==> config.mk <==
export PLATFORM = sky130hd
export DESIGN_NAME = iresp_decoder
export DESIGN_NICKNAME = d
export VERILOG_FILES = /design/src/hw/srio_pkg.sv /design/src/hw/iresp_decoder.sv
export SDC_FILE = /design/constraint.sdc
export NUM_CORES = 1
export LEC_CHECK = 0
export BUFFER_PORTS_ARGS = -buffer_cell sky130_fd_sc_hd__buf_4
export CAP_MARGIN = 20
export CORE_ASPECT_RATIO = 0.8
export CORE_MARGIN = 2
export CORE_UTILIZATION = 18
export DETAILED_ROUTE_END_ITERATION = 6
export PLACE_DENSITY = 0.83
export RECOVER_POWER = 50
export SYNTH_ARGS = -nofsm -noshare
export SYNTH_HDL_FRONTEND = slang
export SYNTH_SLANG_ARGS = --single-unit
==> constraint.sdc <==
create_clock -name log_clk -period 0.9 [get_ports log_clk]
set_input_delay 0.135 -clock log_clk [delete_from_list [all_inputs] [get_ports log_clk]]
set_output_delay 0.135 -clock log_clk [all_outputs]
set_load 0.01 [all_outputs]
==> src/hw/srio_pkg.sv <==
package srio_pkg;

    // Frame types used on the request and response streams
    typedef enum logic [3:0] {
        FTYPE_NWRITE   = 4'h5,
        FTYPE_DOORBELL = 4'hA
    } ftype_e;

    localparam logic [3:0] TTYPE_NWRITE = 4'h4;
    localparam logic [1:0] REQ_PRIO     = 2'h1;

    // Doorbell info codes
    localparam logic [15:0] DB_INFO_SELF_CHECK = 16'h0101;
    localparam logic [15:0] DB_INFO_READY      = 16'h0100;
    localparam logic [15:0] DB_INFO_BUSY       = 16'h01FF;
    // Inverted parity is added on top of this one
    localparam logic [15:0] DB_INFO_INTEG_BASE = 16'h0200;

    localparam int ADDR_W = 34;
    // Second target window sits 1 MB above the first
    localparam logic [ADDR_W-1:0] TARGET_ADDR_STRIDE = ADDR_W'(1 << 20);

    typedef logic [63:0] beat_data_t;
    typedef logic [7:0]  beat_keep_t;
    // Upper half source ID, lower half destination ID
    typedef logic [31:0] beat_user_t;

    // Header field positions
    localparam int TID_HI   = 63;
    localparam int TID_LO   = 56;
    localparam int FTYPE_HI = 55;
    localparam int FTYPE_LO = 52;
    localparam int TTYPE_HI = 51;
    localparam int TTYPE_LO = 48;
    localparam int PRIO_HI  = 46;
    localparam int PRIO_LO  = 45;
    localparam int SIZE_HI  = 43;
    localparam int SIZE_LO  = 36;
    localparam int ADDR_HI  = 33;
    localparam int ADDR_LO  = 0;
    localparam int INFO_HI  = 31;
    localparam int INFO_LO  = 16;

endpackage

==> src/hw/iresp_decoder.sv <==
`timescale 1ns/1ps

module iresp_decoder (
    input  logic                 log_clk,
    input  logic                 log_rst,
    input  logic [15:0]          des_id_i,
    input  logic [15:0]          expect_info_i,
    input  logic                 iresp_tvalid_i,
    input  srio_pkg::beat_data_t iresp_tdata_i,
    input  srio_pkg::beat_user_t iresp_tuser_i,
    output logic                 resp_ready_o,
    output logic                 resp_busy_o,
    output logic                 resp_confirm_o
);
    import srio_pkg::*;

    logic        db_hit;
    logic [15:0] info;

    // Only doorbells from the addressed target count
    assign db_hit = iresp_tvalid_i
                  && (iresp_tdata_i[FTYPE_HI:FTYPE_LO] == FTYPE_DOORBELL)
                  && (iresp_tuser_i[31:16] == des_id_i);
    assign info = iresp_tdata_i[INFO_HI:INFO_LO];

    always_ff @(posedge log_clk) begin
        if (log_rst) begin
            resp_ready_o   <= 1'b0;
            resp_busy_o    <= 1'b0;
            resp_confirm_o <= 1'b0;
        end else begin
            resp_ready_o   <= db_hit && (info == DB_INFO_READY);
            resp_busy_o    <= db_hit && (info == DB_INFO_BUSY);
            resp_confirm_o <= db_hit && (info == expect_info_i);
        end
    end

endmodule

==> flow_summary.yaml <==
layout:
  seq_area_sq_um: 60.1
  fillers: 256
  mostFrequentLayoutCells: "67 x buf_4, 29 x xor2_1, 9 x buf_6"
  final_common_cell: "buf_4"
  final_layout_size_suffix_gt1_share_pct: 64.3
  finalNetCount: 272
  multi_input_area_sq_um: 505
  syn2layout_area_growth_pct: 153
  insertedDiodeCount: 0
  final_util_pct: 49.4
sta:
  post-route-min-period_ns: 0.951
  worstMarginPinSlew_ns: 0.296
  max_freq_ghz: 1.05
  fin_ws_ns: -0.0511
  relSlewSlack_pct: 80.2
  post-route-period-util_pct: 106
  slew_violations: 0
  rsz0062_at_grt: "true"
  finalHoldViolations: 0
  setup_viol: 1
pwr:
  power_frac_clock_pct: 27.7
  combinationalPowerShare_pct: 56.0
  pwr-share-seq_pct: 16.2
  power.switching_mw: 0.227
  cellLeakagePower_nw: 0.577
  ir_drop_v: 0.000286
  intPower_mw: 0.597
  power.density_mw_per_mm2: 661
  p_sw_share_pct: 27.5
  power_mw: 0.823
floorplanning:
  initial_core_util_pct: 19.5
  core_area_sq_mm: 0.00252
  dieArea_sq_mm: 0.00318
  die_h_um: 50.8
  fp.dieW_um: 62.5
  ios: 134
  num_rows: 16
outcome:
  outcome: "finished, violations left"
  violations: "setup timing"
routing:
  routed_wl_um: 2140
  dr.pass1.iters: 4
  drtIter0Drc: 8
  via_per_inst: 4.43
  route.detailed.drc: 0
  num_vias: 780
  wl_per_cell_um: 12.2
  postRouteAntennaNets: 0
logic_synthesis:
  syn_avg_cell_area_sq_um: 8.36
  synth_cells: 59
  synth.yosys.warnings: 0
  synth_top_area_share_pct: 56.9
  seq_area_frac_synth_pct: 12.2
  synth_top_area_cell: "xor2_1"
  synthTopCellsByArea: "xor2_1 57%, nor4_1 14%, dfxtp_1 12%"
  ys_types: 10
  ys_seq_elements: 3
  synth_area_sq_um: 493
  syn_nets: 190
clock_network:
  post_cts_buffers: 0
  cts_tree: "yes"
  h-tree-depth: 1
  numCtsBuffers: 3
  clockBufferDepth: 2
  cts_root_buf: "clkbuf_4"
  clk_pin_slew_ns: 0.03
  ctsHoldBuffers: 0
  cts_sinks: 3
global_routing:
  grt_pass1_vias: 839
  overflow: 0
  grt_max_degree: 4
  grt_pass1_wl_um: 3310
  grt_usage_pct: 13.1
  antenna_found_initial: 0
worst_setup_path:
  required_ns: 1.05
  cp.arrival_ns: 1.10
  path_max_fanout: 3
  cp-end-kind: "flip-flop"
  cp-start-kind: "primary input"
  worst-setup-path-type: "in2reg"
job:
  maxCapViolCount: 0
placed_design:
  hpwl_um: 1890
  io_buffer_count: 73
  gp_congestion: 0.793
hold_path:
  holdPathStages: 4
  worstHoldPathType: "in2reg"
-- area by class of cell --
type / count / share of cell area, %
Sequential cell: 3 / 4.82
Timing Repair Buffer: 77 / 48.8
Multi-Input combinational cell: 56 / 40.6
Clock buffer: 4 / 2.11
Tap cell: 36 / 3.62
-- power groups by stage --
stage                     clock network, mW  registers (mW)  logic [mW]
final                                 0.228           0.134       0.461
after global routing                  0.263           0.134       0.498
after CTS                             0.241           0.134       0.421
after detailed placement                  0           0.136       0.409
after global placement                    0           0.136       0.395
after floorplan                           0           0.136       0.109
-- routing by layer --
metal | GRT usage, % | wire length, um | vias to the layer above
li1 | - | - | 379
met3 | 5.51 | 213 | 2
met2 | 26.2 | 1230 | 54
met4 | 3.70 | 19 | 0
met5 | 0 | 0 | -
met1 | 12.3 | 675 | 345
-- kinds of logic after synthesis --
logic type / count (synthesis) / share of synthesized area (%)
xor+xnor: 32 / 56.9
flops: 3 / 12.2
simple gates: 24 / 31.0
-- worst max-delay path, stage by stage --
cell      delay (ns)
buf_6           0.09
xor2_1          0.14
nor4_1          0.27
nand4b_1        0.23
nor3_1          0.23
-- path summary, 6_finish.rpt --
check | startpoint | end | slack (ns)
min | iresp_tdata_i[17] | resp_ready_o | 0.23
max | iresp_tuser_i[16] | resp_confirm_o | -0.05
-- stage by stage --
stage | area [sq um] | hold slack (ns) | worst slack, ns | setup TNS [ns] | cells
4_1_cts | 1160 | 0.226 | -0.0148 | -0.0172 | 176
6_report | 1240 | 0.229 | -0.0511 | -0.0511 | 176
2_1_floorplan | 493 | 0.316 | 0.00595 | 0 | 59
5_1_grt | 1240 | 0.231 | -0.0822 | -0.211 | 176
3_5_place_dp | 1120 | 0.470 | -0.277 | -0.807 | 172
3_3_place_gp | 1120 | 0.464 | -0.282 | -0.844 | 172
-- synthesized netlist by cell type (all sizes together) --
library cell	count
nor4b	1
nor3	3
and4bb	1
nand4	4
nor2	1
nand3	2
xor2	32
nor4	11
nand4b	1
dfxtp	3
-- flip-flops by register name (all words and copies together) (netlist names) --
| signal | flops |
|---|---|
| resp_busy_o | 1 |
| resp_confirm_o | 1 |
| resp_ready_o | 1 |
-- what timing repair did --
action,in CTS,in global routing
gates resized for setup,5,15
endpoints found under the setup margin,3,3
pin swaps,1,9
No activity file was read; power rests on OpenSTA's default activity.
