## config.mk

```make
export PLATFORM = sky130hd
export DESIGN_NAME = ireq_composer_flat
export DESIGN_NICKNAME = d
export VERILOG_FILES = /design/src/hw/srio_pkg.sv /design/src/hw/db_ctrl_pkg.sv /design/src/hw/srio_beat_if.sv /design/src/hw/ireq_composer.sv /design/src/flat_wrapper.sv
export SDC_FILE = /design/constraint.sdc
export NUM_CORES = 1
export LEC_CHECK = 0
export BUFFER_PORTS_ARGS = -buffer_cell sky130_fd_sc_hd__buf_2
export CORE_AREA = 4 4 102 104
export DETAILED_ROUTE_END_ITERATION = 7
export DIE_AREA = 0 0 106 108
export HOLD_SLACK_MARGIN = 0.08
export SYNTH_ARGS = -nofsm -noshare
export SYNTH_HDL_FRONTEND = slang
export SYNTH_SLANG_ARGS = --single-unit
export TNS_END_PERCENT = 20
```

## constraint.sdc

```tcl
create_clock -name log_clk -period 1.4 [get_ports log_clk]
set_input_delay 0.14 -clock log_clk [delete_from_list [all_inputs] [get_ports log_clk]]
set_output_delay 0.14 -clock log_clk [all_outputs]
set_load 0.05 [all_outputs]
```

## src/hw/srio_pkg.sv

```systemverilog
package srio_pkg;

    // Frame types used on the request and response streams
    typedef enum logic [3:0] {
        FTYPE_NWRITE   = 4'h5,
        FTYPE_DOORBELL = 4'hA
    } ftype_e;

    localparam logic [3:0] TTYPE_NWRITE = 4'h4;
    localparam logic [1:0] REQ_PRIO     = 2'h1;

    // Doorbell info codes
    localparam logic [15:0] DB_INFO_SELF_CHECK = 16'h0101;
    localparam logic [15:0] DB_INFO_READY      = 16'h0100;
    localparam logic [15:0] DB_INFO_BUSY       = 16'h01FF;
    // Inverted parity is added on top of this one
    localparam logic [15:0] DB_INFO_INTEG_BASE = 16'h0200;

    localparam int ADDR_W = 34;
    // Second target window sits 1 MB above the first
    localparam logic [ADDR_W-1:0] TARGET_ADDR_STRIDE = ADDR_W'(1 << 20);

    typedef logic [63:0] beat_data_t;
    typedef logic [7:0]  beat_keep_t;
    // Upper half source ID, lower half destination ID
    typedef logic [31:0] beat_user_t;

    // Header field positions
    localparam int TID_HI   = 63;
    localparam int TID_LO   = 56;
    localparam int FTYPE_HI = 55;
    localparam int FTYPE_LO = 52;
    localparam int TTYPE_HI = 51;
    localparam int TTYPE_LO = 48;
    localparam int PRIO_HI  = 46;
    localparam int PRIO_LO  = 45;
    localparam int SIZE_HI  = 43;
    localparam int SIZE_LO  = 36;
    localparam int ADDR_HI  = 33;
    localparam int ADDR_LO  = 0;
    localparam int INFO_HI  = 31;
    localparam int INFO_LO  = 16;

endpackage

```

## src/hw/db_ctrl_pkg.sv

```systemverilog
package db_ctrl_pkg;

    typedef enum logic [2:0] {
        ST_IDLE,
        ST_DB_REQ,
        ST_DB_RESP,
        ST_NWR,
        ST_INTEG_REQ,
        ST_INTEG_WAIT
    } seq_state_e;

    typedef enum logic [1:0] {
        CMD_NONE,
        CMD_DOORBELL,
        CMD_NWRITE
    } req_cmd_e;

    typedef enum logic [1:0] {
        ERR_NONE          = 2'd0,
        ERR_DB_TIMEOUT    = 2'd1,
        ERR_INTEG_TIMEOUT = 2'd2
    } err_type_e;

    localparam int RESP_TIMEOUT_CYCLES = 4096;
    localparam int TIMER_W             = $clog2(RESP_TIMEOUT_CYCLES);
    localparam int PAYLOAD_FIFO_DEPTH  = 64;
    localparam int FIFO_PTR_W          = $clog2(PAYLOAD_FIFO_DEPTH);

endpackage

```

## src/hw/srio_beat_if.sv

```systemverilog
`timescale 1ns/1ps

interface srio_beat_if;
    import srio_pkg::*;

    logic       valid;
    logic       ready;
    beat_data_t data;
    beat_keep_t keep;
    logic       last;
    beat_user_t user;

    // Source holds all fields while valid is high and ready is low
    modport source (
        output valid, data, keep, last, user,
        input  ready
    );

    modport sink (
        input  valid, data, keep, last, user,
        output ready
    );

endinterface

```

## src/hw/ireq_composer.sv

```systemverilog
`timescale 1ns/1ps

module ireq_composer (
    input  logic                  log_clk,
    input  logic                  log_rst,
    input  db_ctrl_pkg::req_cmd_e req_cmd_i,
    input  logic [15:0]           db_info_i,
    input  logic                  parity_i,
    input  logic [15:0]           src_id_i,
    input  logic [15:0]           des_id_i,
    srio_beat_if.sink             payload,
    output logic                  ireq_tvalid_o,
    input  logic                  ireq_tready_i,
    output logic                  ireq_tlast_o,
    output srio_pkg::beat_data_t  ireq_tdata_o,
    output srio_pkg::beat_keep_t  ireq_tkeep_o,
    output srio_pkg::beat_user_t  ireq_tuser_o,
    output logic                  req_done_o
);
    import srio_pkg::*;
    import db_ctrl_pkg::*;

    logic       first_q;
    logic       xfer;
    beat_data_t db_beat;
    beat_data_t nwr_hdr;

    always_comb begin
        db_beat = '0;
        db_beat[FTYPE_HI:FTYPE_LO] = FTYPE_DOORBELL;
        db_beat[PRIO_HI:PRIO_LO]   = REQ_PRIO;
        db_beat[INFO_HI:INFO_LO]   = db_info_i;
    end

    // Header takes its size from the first payload beat at the FIFO head
    always_comb begin
        nwr_hdr = '0;
        nwr_hdr[TID_HI:TID_LO]     = {7'h0, parity_i};
        nwr_hdr[FTYPE_HI:FTYPE_LO] = FTYPE_NWRITE;
        nwr_hdr[TTYPE_HI:TTYPE_LO] = TTYPE_NWRITE;
        nwr_hdr[PRIO_HI:PRIO_LO]   = REQ_PRIO;
        nwr_hdr[SIZE_HI:SIZE_LO]   = payload.user[7:0];
        nwr_hdr[ADDR_HI:ADDR_LO]   = parity_i ? TARGET_ADDR_STRIDE : '0;
    end

    always_comb begin
        ireq_tvalid_o = 1'b0;
        ireq_tlast_o  = 1'b0;
        ireq_tdata_o  = '0;
        ireq_tkeep_o  = '1;
        payload.ready = 1'b0;
        case (req_cmd_i)
            CMD_DOORBELL: begin
                ireq_tvalid_o = 1'b1;
                ireq_tlast_o  = 1'b1;
                ireq_tdata_o  = db_beat;
            end
            CMD_NWRITE: begin
                ireq_tvalid_o = payload.valid;
                if (first_q) begin
                    ireq_tdata_o = nwr_hdr;
                end else begin
                    ireq_tdata_o  = payload.data;
                    ireq_tkeep_o  = payload.keep;
                    ireq_tlast_o  = payload.last;
                    // Payload leaves the FIFO only on the request handshake
                    payload.ready = ireq_tready_i;
                end
            end
            default: begin
            end
        endcase
    end

    assign ireq_tuser_o = {src_id_i, des_id_i};
    assign xfer         = ireq_tvalid_o & ireq_tready_i;
    assign req_done_o   = xfer & ireq_tlast_o;

    // High while the next NWRITE beat is the header
    always_ff @(posedge log_clk) begin
        if (log_rst) begin
            first_q <= 1'b1;
        end else if (req_cmd_i != CMD_NWRITE) begin
            first_q <= 1'b1;
        end else if (xfer) begin
            first_q <= ireq_tlast_o;
        end
    end

endmodule

```

## src/flat_wrapper.sv

```systemverilog
// flat-port wrapper written by rule: the top's interface ports become plain ports
module ireq_composer_flat import srio_pkg::*; import db_ctrl_pkg::*;
  (log_clk, log_rst, req_cmd_i, db_info_i, parity_i, src_id_i, des_id_i, ireq_tvalid_o, ireq_tready_i, ireq_tlast_o, ireq_tdata_o, ireq_tkeep_o, ireq_tuser_o, req_done_o, payload_valid, payload_data, payload_keep, payload_last, payload_user, payload_ready);
  srio_beat_if payload_i ();
  input  logic log_clk;
  input  logic log_rst;
  input  db_ctrl_pkg::req_cmd_e req_cmd_i;
  input  logic [15:0] db_info_i;
  input  logic parity_i;
  input  logic [15:0] src_id_i;
  input  logic [15:0] des_id_i;
  output logic ireq_tvalid_o;
  input  logic ireq_tready_i;
  output logic ireq_tlast_o;
  output srio_pkg::beat_data_t ireq_tdata_o;
  output srio_pkg::beat_keep_t ireq_tkeep_o;
  output srio_pkg::beat_user_t ireq_tuser_o;
  output logic req_done_o;
  input wire logic [$bits(payload_i.valid)-1:0] payload_valid;
  input wire logic [$bits(payload_i.data)-1:0] payload_data;
  input wire logic [$bits(payload_i.keep)-1:0] payload_keep;
  input wire logic [$bits(payload_i.last)-1:0] payload_last;
  input wire logic [$bits(payload_i.user)-1:0] payload_user;
  output wire logic [$bits(payload_i.ready)-1:0] payload_ready;
  assign payload_i.valid = payload_valid;
  assign payload_i.data = payload_data;
  assign payload_i.keep = payload_keep;
  assign payload_i.last = payload_last;
  assign payload_i.user = payload_user;
  assign payload_ready = payload_i.ready;
  ireq_composer u_core (.log_clk(log_clk), .log_rst(log_rst), .req_cmd_i(req_cmd_i), .db_info_i(db_info_i), .parity_i(parity_i), .src_id_i(src_id_i), .des_id_i(des_id_i), .payload(payload_i), .ireq_tvalid_o(ireq_tvalid_o), .ireq_tready_i(ireq_tready_i), .ireq_tlast_o(ireq_tlast_o), .ireq_tdata_o(ireq_tdata_o), .ireq_tkeep_o(ireq_tkeep_o), .ireq_tuser_o(ireq_tuser_o), .req_done_o(req_done_o));
endmodule
```

==> key figures <==
Final layout
  – Count of inserted antenna diode cells: 0
  – Area of the multi-input gates: 1071 um^2
  – Finished Core Util: 0.2948
  – Final Non-Filler Cells: 443
  – Proportion of layout cells with a drive suffix above 1: 0.8871
  – Top reg by flops: u_core.first_q
  – Area delta synth->final: 157.1%
  – Fin nets: 475
  – Filler cell count in the final layout: 1000
  – Fin area: 2815 um^2
  – Register area: between 20 and 25 um^2
  – Max reg flops: 1
  – Largest registers in the final layout: u_core.first_q x1

Route
  – First DRT Iteration DRCs: 44
  – Vias per inst: approximately 3.7
  – TritonRoute pass-1 iters: 4
  – DRC errors left: 0
  – Routed via count: 1628
  – Wire per inst: 13.31 um
  – ANT nets after route: 0
  – Drt total wl: 5.895 mm

Place
  – Buffers on Ports: 179
  – Post-Place Cells: approximately 440
  – Detailed Place HPWL: 4.716 mm
  – Post-place instance area: 2238 um^2
  – Global placer's final weighted congestion: 0.7279

STA
  – Min cycle time layout: 1.503 ns
  – Ratio of final minimum period to clock period: 1.074
  – Maximum achievable frequency: 0.6652 GHz
  – Total count of hold-check failures in the final report: 0
  – Worst Hold Slack: 0.2800 ns
  – Worst slew margin: 0.7918
  – Setup violation total in the final timing report: 35
  – Clock tree skew after final layout: 0 ns
  – Number of max-slew violations in the final report: 0
  – Slew at the pin closest to its max-slew limit: 0.3122 ns
  – Unrepaired setup endpoints after global routing: yes
  – Final WS setup: -0.1033 ns

Setup path
  – Cell Chain, Critical Path: buf_8 > inv_4 > ha_4 > buf_6 > o31a_1 > or4b_1
  – Critical path class: primary input to flop
  – Kind of capture point of the worst setup path: flop
  – Delay of the slowest critical-path stage: 0.48 ns
  – Arr. time, crit path: between 1 and 1.5 ns
  – Critical-path cell with the highest stage delay: sky130_fd_sc_hd__or4b_1
  – Critical Path RT: 1.26 ns
  – Critical path buffer and inverter count: 3
  – Cell class contributing the biggest share of worst-path delay: simple AND/OR/NAND/NOR gates
  – Maximum fanout along the worst path: 4
  – Worst setup SP type: primary input

Yosys
  – Synthesized instance count: approximately 150
  – Yosys warns: 0
  – Net count after synthesis: roughly 320
  – Sequential area share after synthesis: 0.01829
  – Netlist area before placement: 1095 um^2
  – Distinct cell type count after synthesis: 23
  – Yosys reg bits: 1
  – Avg Inst Size Synth: 7.156 um^2

Global route
  – Number of global-route vias before repair: about 1700
  – Maximum number of pins on one net before global-route repair: 38
  – Initial antenna violation count: 0
  – Overall global routing resource usage: 0.08165
  – First-pass GRT wire length: 7.907 mm
  – Remaining Overflow, GRT: 0

Power
  – Share of power burned in combinational logic: 0.955
  – Switching part of the total: 0.5093
  – Leakage Power: 1.410 nW
  – Overall power after layout: ~0.00063 W
  – Cell-internal power: approximately 0.00031 W
  – Reg power frac: 0.045
  – Pwr dens: 223.7 nW/um^2
  – Clk network pwr share: 0
  – Max VDD drop: 0.07219 mV
  – Switching Power: approximately 0.00032 W

Outcome
  – Result of the run: finished, violations left
  – Failing checks: setup timing

Min path
  – Class of the tightest hold or removal check: primary input to output pin

Die
  – Std-Cell Rows: 36
  – Effective utilization at floorplan: 0.1146
  – Core region area: 9549 um^2
  – IO Count: 268
  – Vertical extent of the die: 108 um
  – Die width: about 110 um
  – Area enclosed by the die boundary: 11450 um^2

Flow run
  – Count of maximum capacitance violations: 0

CTS
  – Insertion delay to the later sink of the worst-skew pair: 0 ns
  – Clock slew at the register clock pins of the worst setup and hold paths: 0 ns
==> cells in the mapped netlist, drive strengths merged <==
cell type / n / share of area
a2111oi: 1 / 0.014
a21oi: 4 / 0.018
a22o: 15 / 0.12
a22oi: 1 / 0.0069
and2: 34 / 0.19
and2b: 1 / 0.0091
buf: 40 / 0.28
clkbuf: 2 / 0.0069
dfxtp: 1 / 0.018
ha: 3 / 0.034
inv: 4 / 0.014
mux2: 1 / 0.010
mux2i: 9 / 0.082
nand2b: 10 / 0.057
nand3b: 1 / 0.018
nor2: 21 / 0.072
nor2b: 2 / 0.018
o22ai: 1 / 0.0057
o31a: 1 / 0.0080
or4b: 1 / 0.0091
==> layout by cell type (no fill, tap or decap), types with 2 or more instances in the layout <==
master and count:
sky130_fd_sc_hd__mux2i_2 6, sky130_fd_sc_hd__nand2b_1 10, sky130_fd_sc_hd__inv_1 3, sky130_fd_sc_hd__nor2_1 8, sky130_fd_sc_hd__buf_12 4, sky130_fd_sc_hd__buf_4 19, sky130_fd_sc_hd__and2_1 2, sky130_fd_sc_hd__a22o_1 5
sky130_fd_sc_hd__a22o_4 10, sky130_fd_sc_hd__and2_4 13, sky130_fd_sc_hd__nor2_4 9, sky130_fd_sc_hd__mux2i_4 2, sky130_fd_sc_hd__clkbuf_4 2, sky130_fd_sc_hd__and2_2 19, sky130_fd_sc_hd__buf_2 121, sky130_fd_sc_hd__ha_4 2
sky130_fd_sc_hd__buf_6 30, sky130_fd_sc_hd__nor2_2 4, sky130_fd_sc_hd__a21oi_1 3, sky130_fd_sc_hd__buf_8 22
==> timing repair <==
| item | 4_1_cts | 5_1_grt |
|---|---|---|
| hold buffers | 0 | 0 |
| gates cloned | 0 | 1 |
| resized for setup | 108 | 57 |
| endpoints found under the setup margin | 68 | 66 |
| pin swaps | 5 | 18 |
| setup buffers | 2 | 1 |
==> path summary, 6_finish.rpt <==
path	start	end	slack (ns)	depth (start not counted)
setup / recovery	req_cmd_i[0]	u_core.first_q	-0.10	6
hold / removal	src_id_i[3]	ireq_tuser_o[19]	0.28	0
setup reg to reg	u_core.first_q	u_core.first_q	0.03	4
hold reg to reg	u_core.first_q	u_core.first_q	0.66	2
==> area by class of cell <==
cell class              count  area share
repair buffers            199      0.5458
inverters                   4    0.006222
flip-flops and latches      1    0.008444
multi-input cells         106      0.3804
well taps                 133     0.05911
==> through the flow <==
step | setup TNS, ns | setup slack [ns]
final | -1.305 | -0.1033
after global routing | -3.108 | -0.1284
after CTS | -1.925 | -0.1191
after detailed placement | -10.74 | -0.2908
after global placement | -10.04 | -0.2693
after floorplan | -5.061 | -0.1751
==> logic make-up after synthesis <==
logic type	synth area share
simple gates	0.3783
buf+inv	0.3040
compound gates	0.1726
mux	0.09257
fa+ha+maj	0.03429
flops	0.01829
==> routing by layer <==
layer	GRT usage	routed length (um)	up-vias
met5	0	0	-
met4	0.008326	45	0
met3	0.02030	635	4
met2	0.1662	3269	134
met1	0.08689	1946	699
li1	-	-	791
==> power by group through the flow <==
stage | logic (W) | registers [W] | clock network (W)
floorplan | 0.000550 | 0.0000295 | 0
global placement | 0.000520 | 0.0000301 | 0
detailed placement | 0.000525 | 0.0000301 | 0
CTS | 0.000577 | 0.0000301 | 0
global route | 0.000635 | 0.0000285 | 0
finish | 0.000601 | 0.0000285 | 0
No activity file was read; power rests on OpenSTA's default activity.
