$ cat src/hw/srio_pkg.sv
package srio_pkg;

    // Frame types used on the request and response streams
    typedef enum logic [3:0] {
        FTYPE_NWRITE   = 4'h5,
        FTYPE_DOORBELL = 4'hA
    } ftype_e;

    localparam logic [3:0] TTYPE_NWRITE = 4'h4;
    localparam logic [1:0] REQ_PRIO     = 2'h1;

    // Doorbell info codes
    localparam logic [15:0] DB_INFO_SELF_CHECK = 16'h0101;
    localparam logic [15:0] DB_INFO_READY      = 16'h0100;
    localparam logic [15:0] DB_INFO_BUSY       = 16'h01FF;
    // Inverted parity is added on top of this one
    localparam logic [15:0] DB_INFO_INTEG_BASE = 16'h0200;

    localparam int ADDR_W = 34;
    // Second target window sits 1 MB above the first
    localparam logic [ADDR_W-1:0] TARGET_ADDR_STRIDE = ADDR_W'(1 << 20);

    typedef logic [63:0] beat_data_t;
    typedef logic [7:0]  beat_keep_t;
    // Upper half source ID, lower half destination ID
    typedef logic [31:0] beat_user_t;

    // Header field positions
    localparam int TID_HI   = 63;
    localparam int TID_LO   = 56;
    localparam int FTYPE_HI = 55;
    localparam int FTYPE_LO = 52;
    localparam int TTYPE_HI = 51;
    localparam int TTYPE_LO = 48;
    localparam int PRIO_HI  = 46;
    localparam int PRIO_LO  = 45;
    localparam int SIZE_HI  = 43;
    localparam int SIZE_LO  = 36;
    localparam int ADDR_HI  = 33;
    localparam int ADDR_LO  = 0;
    localparam int INFO_HI  = 31;
    localparam int INFO_LO  = 16;

endpackage

$ cat src/hw/db_ctrl_pkg.sv
package db_ctrl_pkg;

    typedef enum logic [2:0] {
        ST_IDLE,
        ST_DB_REQ,
        ST_DB_RESP,
        ST_NWR,
        ST_INTEG_REQ,
        ST_INTEG_WAIT
    } seq_state_e;

    typedef enum logic [1:0] {
        CMD_NONE,
        CMD_DOORBELL,
        CMD_NWRITE
    } req_cmd_e;

    typedef enum logic [1:0] {
        ERR_NONE          = 2'd0,
        ERR_DB_TIMEOUT    = 2'd1,
        ERR_INTEG_TIMEOUT = 2'd2
    } err_type_e;

    localparam int RESP_TIMEOUT_CYCLES = 4096;
    localparam int TIMER_W             = $clog2(RESP_TIMEOUT_CYCLES);
    localparam int PAYLOAD_FIFO_DEPTH  = 64;
    localparam int FIFO_PTR_W          = $clog2(PAYLOAD_FIFO_DEPTH);

endpackage

$ cat src/hw/db_sequencer.sv
`timescale 1ns/1ps

module db_sequencer (
    input  logic                   log_clk,
    input  logic                   log_rst,
    input  logic                   link_initialized_i,
    input  logic                   self_check_i,
    input  logic                   nwr_req_i,
    input  logic                   req_done_i,
    input  logic                   resp_ready_i,
    input  logic                   resp_busy_i,
    input  logic                   resp_confirm_i,
    output db_ctrl_pkg::req_cmd_e  req_cmd_o,
    output logic [15:0]            db_info_o,
    output logic                   parity_o,
    output logic                   rapidio_ready_o,
    output logic                   nwr_ready_o,
    output logic                   nwr_busy_o,
    output logic                   nwr_ack_done_o,
    output logic                   error_o,
    output db_ctrl_pkg::err_type_e error_type_o
);
    import srio_pkg::*;
    import db_ctrl_pkg::*;

    seq_state_e         state_q;
    seq_state_e         state_d;
    logic [TIMER_W-1:0] timer_q;
    logic               waiting;
    logic               timeout;
    logic               self_start;
    logic               nwr_start;

    assign waiting = (state_q == ST_DB_RESP) || (state_q == ST_INTEG_WAIT);
    assign timeout = waiting && (timer_q == TIMER_W'(RESP_TIMEOUT_CYCLES - 1));

    always_comb begin
        state_d = state_q;
        case (state_q)
            ST_IDLE: begin
                // Self-check wins over a pending NWRITE
                if (link_initialized_i && self_check_i) begin
                    state_d = ST_DB_REQ;
                end else if (link_initialized_i && nwr_req_i) begin
                    state_d = ST_NWR;
                end
            end
            ST_DB_REQ:     if (req_done_i) state_d = ST_DB_RESP;
            ST_DB_RESP:    if (resp_ready_i || resp_busy_i || timeout) state_d = ST_IDLE;
            ST_NWR:        if (req_done_i) state_d = ST_INTEG_REQ;
            ST_INTEG_REQ:  if (req_done_i) state_d = ST_INTEG_WAIT;
            ST_INTEG_WAIT: if (resp_confirm_i || timeout) state_d = ST_IDLE;
            default:       state_d = ST_IDLE;
        endcase
    end

    assign self_start = (state_q == ST_IDLE) && (state_d == ST_DB_REQ);
    assign nwr_start  = (state_q == ST_IDLE) && (state_d == ST_NWR);

    always_ff @(posedge log_clk) begin
        if (log_rst) begin
            state_q     <= ST_IDLE;
            timer_q     <= '0;
            parity_o    <= 1'b0;
            nwr_ready_o <= 1'b0;
            nwr_busy_o  <= 1'b0;
        end else begin
            state_q <= state_d;
            // Timer only runs while a response is outstanding
            timer_q <= waiting ? timer_q + 1'b1 : '0;
            if (nwr_ack_done_o) begin
                parity_o <= ~parity_o;
            end
            if (nwr_start) begin
                nwr_ready_o <= 1'b0;
            end else if (state_q == ST_DB_RESP && resp_ready_i) begin
                nwr_ready_o <= 1'b1;
            end else if (state_q == ST_DB_RESP && resp_busy_i) begin
                nwr_ready_o <= 1'b0;
            end
            if (self_start) begin
                nwr_busy_o <= 1'b0;
            end else if (state_q == ST_DB_RESP && resp_busy_i) begin
                nwr_busy_o <= 1'b1;
            end
        end
    end

    always_comb begin
        case (state_q)
            ST_DB_REQ, ST_INTEG_REQ: req_cmd_o = CMD_DOORBELL;
            ST_NWR:                  req_cmd_o = CMD_NWRITE;
            default:                 req_cmd_o = CMD_NONE;
        endcase
    end

    // Integrity code is 0x0201 on even parity and 0x0200 on odd
    assign db_info_o = ((state_q == ST_DB_REQ) || (state_q == ST_DB_RESP))
                     ? DB_INFO_SELF_CHECK
                     : DB_INFO_INTEG_BASE + {15'h0, ~parity_o};

    assign rapidio_ready_o = (state_q == ST_IDLE);
    assign nwr_ack_done_o  = (state_q == ST_INTEG_WAIT) && resp_confirm_i;
    assign error_o         = timeout;

    always_comb begin
        if (!timeout) begin
            error_type_o = ERR_NONE;
        end else if (state_q == ST_DB_RESP) begin
            error_type_o = ERR_DB_TIMEOUT;
        end else begin
            error_type_o = ERR_INTEG_TIMEOUT;
        end
    end

endmodule

$ cat config.mk
export PLATFORM = sky130hd
export DESIGN_NAME = db_sequencer
export DESIGN_NICKNAME = d
export VERILOG_FILES = /design/src/hw/srio_pkg.sv /design/src/hw/db_ctrl_pkg.sv /design/src/hw/db_sequencer.sv
export SDC_FILE = /design/constraint.sdc
export NUM_CORES = 1
export LEC_CHECK = 0
export CAP_MARGIN = 20
export CORE_MARGIN = 2
export CORE_UTILIZATION = 31
export DETAILED_ROUTE_END_ITERATION = 12
export DONT_BUFFER_PORTS = 1
export MAX_ROUTING_LAYER = met4
export SYNTH_ARGS = -nofsm -noshare
export SYNTH_HDL_FRONTEND = slang
export SYNTH_SLANG_ARGS = --single-unit
$ cat constraint.sdc
create_clock -name log_clk -period 1.7 [get_ports log_clk]
set_input_delay 0.085 -clock log_clk [delete_from_list [all_inputs] [get_ports log_clk]]
set_output_delay 0.085 -clock log_clk [all_outputs]
set_load 0.03 [all_outputs]
==> out/metrics.cfg, run 1 <==
[pwr]
power_density_nw_per_um2=683
cellLeakagePower_uw=0.000439
power_uw=833
irDropWorstVdd_mv=0.289

[worst_setup_path]
crit_type=register to output pin
r2r_slack_ps=150
required_ps=1620
end_kind=output pin
critPathArrivalTime_ps=1480
startpoint_type=register
critPathMaxFanout=5
reg2reg_depth=4
reg2reg_from=state_q[1]$_SDFF_PP0_
r2r-end=timer_q[9]$_SDFF_PP0_

[yosys]
async_reset_ff_share_pct=0
synth_top_area_share_pct=35.8
syn_area_um2=1010
ys.flop_type=dfxtp_1
syn_avg_cell_area_um2=8.19
synth_commonest_cells=18 x dfxtp_1, 17 x nor2_1, 14 x buf_4
ys_ff_latch=18
synth.most_common_cell=dfxtp_1
ys_types=34
yosysSeqAreaShare_pct=35.8
synth_largest_area_cell=dfxtp_1
yosys_warnings=0
synthTopCellsByArea=dfxtp_1 36%, buf_4 10%, nor2_1 6.3%
synth_edf_count=0
synthCells=123

[final_layout]
fillers=318
syn_to_final_growth_pct=21.1
fin_cells=185
final_core_util_pct=39.6
diodes=0
finalNetCount=153
layout-drive-gt1-share_pct=17.7

[min_path]
worstHoldEndpoint=state_q[2]$_SDFF_PP0_
whs_path_depth=2
worstHoldStart=req_done_i
holdCritPathClass=primary input to register

[routing]
routed_wl_um=2170
drtAntennaViolNets=0
vias_per_cell=4.57
wl_met2_um=1130
dr.pass1.iters=3
highest_layer=met4
wire_per_inst_um=11.7
dr_wl_met3_um=129
vias=846
wl_met1_um=878
drc_errors=0
first_iter_violations=39

[placement]
hpwl_um=1550
port_buffers=0
place_ws_ps=82.1
dp.cells=174
gp_congestion=0.718

[clocking]
path_clk_slew_ps=100
clockBufferDepth=2
cts.sinks=18
cts-buffers-inserted=3
cts_htree_levels=1
cts_tree=built
clk_latency_ps=300
cts_root_buffer=clkbuf_4

[floorplan]
dieHeight_um=61
floorplan.die_area_um2=3720
ios=35
initial_core_util_pct=32.7
core_area_um2=3080
die_w_um=61
rows=20

[global_routing]
track_usage_pct=12.6
grt_max_degree=11
antenna_found_initial=0
grt_pass1_wl_um=3260
grt_pass1_vias=812
grt_overflow=0

[timing]
rsz0062_at_grt=false
skew_ps=8.48
tightest_slew_ps=560
setup_tns_ps=0
final-setup-viol-count=0
relSlewSlack_pct=62.5
setup_slack_ps=134
slew_violations=0
fmax_ghz=0.639
final.period_utilization_pct=92.1
period_minus_slack_ps=1570
hold_violations=0

[outcome]
status=complete, no violations

[run]
maxCapViolations=0

==> cells in the final DEF, fill, tap and decap left out <==
cell type / Yosys / layout
nor3_1: 4 / 3
nor2_4: 0 / 1
o211ai_1: 2 / 2
dlygate4sd3_1: 0 / 7
inv_1: 2 / 2
ha_4: 0 / 1
and4_1: 2 / 2
a21oi_1: 6 / 6
a32oi_1: 1 / 1
clkbuf_4: 0 / 3
nand2_1: 10 / 10
nand3b_1: 1 / 1
buf_4: 14 / 14
or3_1: 1 / 1
o21ai_0: 1 / 1
nand4_1: 3 / 3
and3b_1: 1 / 1
or4_1: 2 / 2
nand3_4: 0 / 1
nor2_1: 17 / 16
nor3_2: 0 / 1
a311oi_1: 2 / 2
dfxtp_1: 18 / 15
or3b_4: 1 / 1
xor2_1: 5 / 5
dfxtp_4: 0 / 1
nor3b_1: 1 / 1
nand2b_1: 1 / 1
conb_1: 1 / 13
nor2b_1: 3 / 3
a31oi_1: 3 / 3
nand3_1: 4 / 3
and2_1: 2 / 2
xnor2_1: 6 / 6
dfxtp_2: 0 / 2
a21o_1: 1 / 1
a22oi_1: 2 / 2
o22a_1: 1 / 1
==> worst max path at each step <==
| stage | startpoint | endpoint | slack (ps) | cells past startpoint |
|---|---|---|---|---|
| after global routing | timer_q[0]$_SDFF_PP0_ | error_o | 10 | 6 |
| after global placement | timer_q[0]$_SDFF_PP0_ | state_q[0]$_SDFF_PP0_ | 150 | 5 |
| after detailed placement | timer_q[0]$_SDFF_PP0_ | state_q[0]$_SDFF_PP0_ | 80 | 5 |
| after CTS | timer_q[1]$_SDFF_PP0_ | error_o | 20 | 6 |
| after floorplan | timer_q[0]$_SDFF_PP0_ | error_o | 100 | 5 |
| final | timer_q[0]$_SDFF_PP0_ | error_o | 130 | 6 |
==> registers in the layout, summed over array words and instances (netlist names) <==
| signal | flops |
|---|---|
| state_q | 3 |
| timer_q | 12 |
| nwr_ready_o | 1 |
| nwr_busy_o | 1 |
| parity_o | 1 |
==> final cells by class <==
cell class | count | area [um2] | area share [%]
multi-input cells | 97 | 593 | 48.6
flip-flops and latches | 18 | 367 | 30.1
repair buffers | 21 | 175 | 14.4
well taps | 44 | 55.1 | 4.51
clock buffers | 3 | 22.5 | 1.85
inverters | 2 | 7.51 | 0.615
==> logic make-up after synthesis <==
group | synth area share [%]
other | 0.372
buffers and inverters | 13.5
AND/OR/NAND/NOR | 27.0
flip-flops | 35.8
AO/OA/AOI/OAI | 12.5
XOR/XNOR | 9.56
adder cells (fa/ha/maj) | 1.24
==> report_power, final <==
part | switching, uW | leakage, uW | internal, uW
sequential | 10.4 | 0.000147 | 429
clock | 126 | 0.0000138 | 82.6
combinational | 126 | 0.000278 | 58.3
==> layer usage <==
metal | global-route usage (%) | vias to the layer above
met3 | 5.33 | 4
met4 | 4.66 | 0
met1 | 11.0 | 379
li1 | - | 440
met5 | - | -
met2 | 23.8 | 23
==> metrics by stage <==
stage	cell area [um2]	hold slack [ps]
final	1220	11.5
after global routing	1220	3.58
after CTS	1200	0.413
after detailed placement	1080	160
after global placement	1080	157
after floorplan	1060	195
==> worst max-delay path: stages (launching register included) <==
cell	delay, ps
dfxtp_4	380
ha_4	150
nand3_4	110
nor2_4	110
nand4_1	120
a21oi_1	140
buf_4	170
==> timing repair <==
item | 4_1_cts | 5_1_grt
resized for setup | 7 | 3
hold buffers | 6 | 1
endpoints found under the setup margin | 3 | 3
buffers inserted | 0 | 1
hold endpoints to repair | 6 | 1
pin swaps | 0 | 2
Note: power is estimated with default switching activity, not from simulation.
==> inputs of run 2 (changes only) <==
ABC_AREA = 1   (was not set)
==> out/metrics.cfg, run 2 <==
[outcome]
status=complete, no violations

[yosys]
synth_edf_count=0  ; unchanged
ys_types=28  ; -18%
ys_ff_latch=18  ; unchanged
syn_avg_cell_area_um2=7.35  ; -10%
synth_commonest_cells=23 x nand2_1, 18 x dfxtp_1, 17 x inv_1
synth.most_common_cell=nand2_1
synthTopCellsByArea=dfxtp_1 35%, buf_4 9.4%, nand2_1 8.3%
ys.flop_type=dfxtp_1
synth_largest_area_cell=dfxtp_1
synthCells=142  ; +15%
yosys_warnings=0  ; unchanged
async_reset_ff_share_pct=0  ; unchanged
synth_top_area_share_pct=34.5  ; -1.2 points
yosysSeqAreaShare_pct=34.5  ; -1.2 points
syn_area_um2=1040  ; +3.6%

[floorplan]
rows=21  ; +5.0%
ios=35  ; unchanged
floorplan.die_area_um2=3850  ; +3.4%
dieHeight_um=62.0  ; +1.7%
core_area_um2=3280  ; +6.7%
die_w_um=62.0  ; +1.7%
initial_core_util_pct=31.8  ; -0.95 points

[pwr]
p_int_uw=604  ; +6.0%
clkPwrFrac_pct=30.2  ; +5.1 points
p_sw_uw=272  ; +3.4%
cellLeakagePower_uw=0.000534  ; +21%
power_density_nw_per_um2=703  ; +2.9%
combinationalPowerShare_pct=19.0  ; -3.2 points
swShare_pct=31.1  ; -0.53 points
irDropWorstVdd_mv=0.440  ; +52%
p_seq_share_pct=50.8  ; -2.0 points

[global_routing]
grt_pass1_vias=785  ; -3.3%
grt_max_degree=11  ; unchanged
grt_overflow=0  ; unchanged
track_usage_pct=12.0  ; -0.68 points
grt_pass1_wl_um=3280  ; +0.64%
antenna_found_initial=0  ; unchanged

[timing]
fmax_ghz=0.609  ; -4.6%
setup_tns_ps=0  ; unchanged
final.period_utilization_pct=96.5  ; +4.4 points
slew_violations=0  ; unchanged
period_minus_slack_ps=1640  ; +75.4 ps
skew_ps=1.74  ; -6.75 ps
final-setup-viol-count=0  ; unchanged
hold_violations=0  ; unchanged

[routing]
routed_wl_um=1940  ; -11%
vias_per_cell=4.38  ; -4.2%
dr.pass1.iters=4  ; +1
drtAntennaViolNets=0  ; unchanged
first_iter_violations=18  ; -54%
drc_errors=0  ; unchanged
wire_per_inst_um=9.39  ; -20%
vias=902  ; +6.6%

[final_layout]
final_core_util_pct=37.9  ; -1.7 points
layout_common_cells=22 x nand2_1, 17 x inv_1, 16 x dfxtp_1, 14 x nor2_1, 13 x conb_1
top_regs=timer_q: 12 flops, state_q: 3 flops
largest_reg_flops=12  ; unchanged
layout_commonest_cell=nand2_1
diodes=0  ; unchanged
layout-drive-gt1-share_pct=26.9  ; +9.1 points
fillers=349  ; +9.7%
syn_to_final_growth_pct=19.4
finalNetCount=171  ; +12%
largest-register=timer_q

[min_path]
holdCritPathClass=primary input to register
worstHoldStart=resp_ready_i

[worst_setup_path]
critPathArrivalTime_ps=1560  ; +80 ps
end_kind=output pin
crit_start=timer_q[1]$_SDFF_PP0_
startpoint_type=register
reg2reg_from=timer_q[1]$_SDFF_PP0_
required_ps=1620  ; about the same
crit_type=register to output pin
critPathMaxFanout=4  ; -1

[clocking]
cts_tree=built
cts.sinks=18  ; unchanged
cts-buffers-inserted=3  ; unchanged
cts_htree_levels=1  ; unchanged
clk_latency_ps=290  ; about the same
cts_root_buffer=clkbuf_4
path_clk_slew_ps=100  ; about the same
clockBufferDepth=2  ; unchanged

[placement]
hpwl_um=1430  ; -7.6%
gp_congestion=0.788  ; +9.8%
port_buffers=0  ; unchanged

[run]
maxCapViolations=0  ; unchanged

==> run 2: cell count changes after synthesis, moves of 4 or more <==
cell / previous run / this run
a21oi_1: 6 / 11
inv_1: 2 / 17
inv_2: 0 / 4
nand2_1: 10 / 23
nand3_1: 4 / 8
xnor2_1: 6 / 1
xor2_1: 5 / 1
==> run 2: routing by layer <==
metal	share of wire (%)	GRT usage, %	vias up
met2	50	19.8	31
met3	4.7	1.86	4
met5	0	-	-
met4	1.7	6.38	0
li1	-	-	464
met1	43	13.8	403
==> run 2: worst paths after layout <==
path                                                 end  slack [ps]  cells after the start
worst max-delay path                     error_type_o[1]          60                      8
worst min-delay path            nwr_ready_o$_SDFFE_PP0P_          10                      2
worst max register to register    timer_q[10]$_SDFF_PP0_         240                     10
worst min register to register    timer_q[11]$_SDFF_PP0_         490                      2
==> run 2: power by group through the flow <==
| stage | Clock, uW | Sequential [uW] | Combinational, uW |
|---|---|---|---|
| after floorplan | 0 | 452 | 148 |
| after global placement | 0 | 454 | 153 |
| after detailed placement | 0 | 454 | 152 |
| after CTS | 277 | 444 | 165 |
| after global routing | 295 | 447 | 183 |
| final | 265 | 445 | 166 |
==> run 2: through the flow <==
| step | setup WS, ps | area [um2] | total power (uW) | cells | hold slack [ps] |
|---|---|---|---|---|---|
| 2_1_floorplan | 201 | 1090 | 600 | 154 | 154 |
| 3_3_place_gp | 269 | 1090 | 607 | 193 | 157 |
| 3_5_place_dp | 255 | 1090 | 606 | 193 | 159 |
| 4_1_cts | 2.64 | 1190 | 886 | 203 | 4.95 |
| 5_1_grt | -19.8 | 1250 | 926 | 206 | 40.4 |
| 6_report | 58.7 | 1250 | 876 | 206 | 10.9 |
==> run 2: repair_timing <==
item / 4_1_cts / 5_1_grt
setup buffers: 3 / 3
setup endpoints to repair: 3 / 3
hold endpoints to repair: 17 / 0
pin swaps: 2 / 5
resized for setup: 3 / 7
hold buffers: 3 / 0
==> run 2: logic make-up (layout without fill, tap and decap cells) <==
group                      Yosys count  count (layout)  synth area share (%)
AOI/OAI and AO/OA                   20              20                  10.9
xor gates and xnor gates             2               2                  1.68
adders and majority gates            1               1                  1.20
buffers and inverters               35              41                  17.5
DFF                                 18              18                  34.5
other                                1              13                 0.359
and+or+nand+nor                     65              65                  33.8
==> run 2: worst max-delay path, stage by stage (launching register included) <==
cell     delay (ps)
dfxtp_2         360
ha_4            150
nand2_4          60
nor2_4          100
nand2_2          90
nor2_4          120
nand3_4         110
nor2_1          120
buf_4           160
==> run 2: final cells by class <==
type,count,area (um2),share of cell area [%]
inverters,22,85.1,6.83
flip-flops and latches,18,363,29.1
clock buffers,4,36.3,2.91
well taps,46,57.6,4.62
multi-input cells,101,581,46.6
repair buffers,15,124,9.94
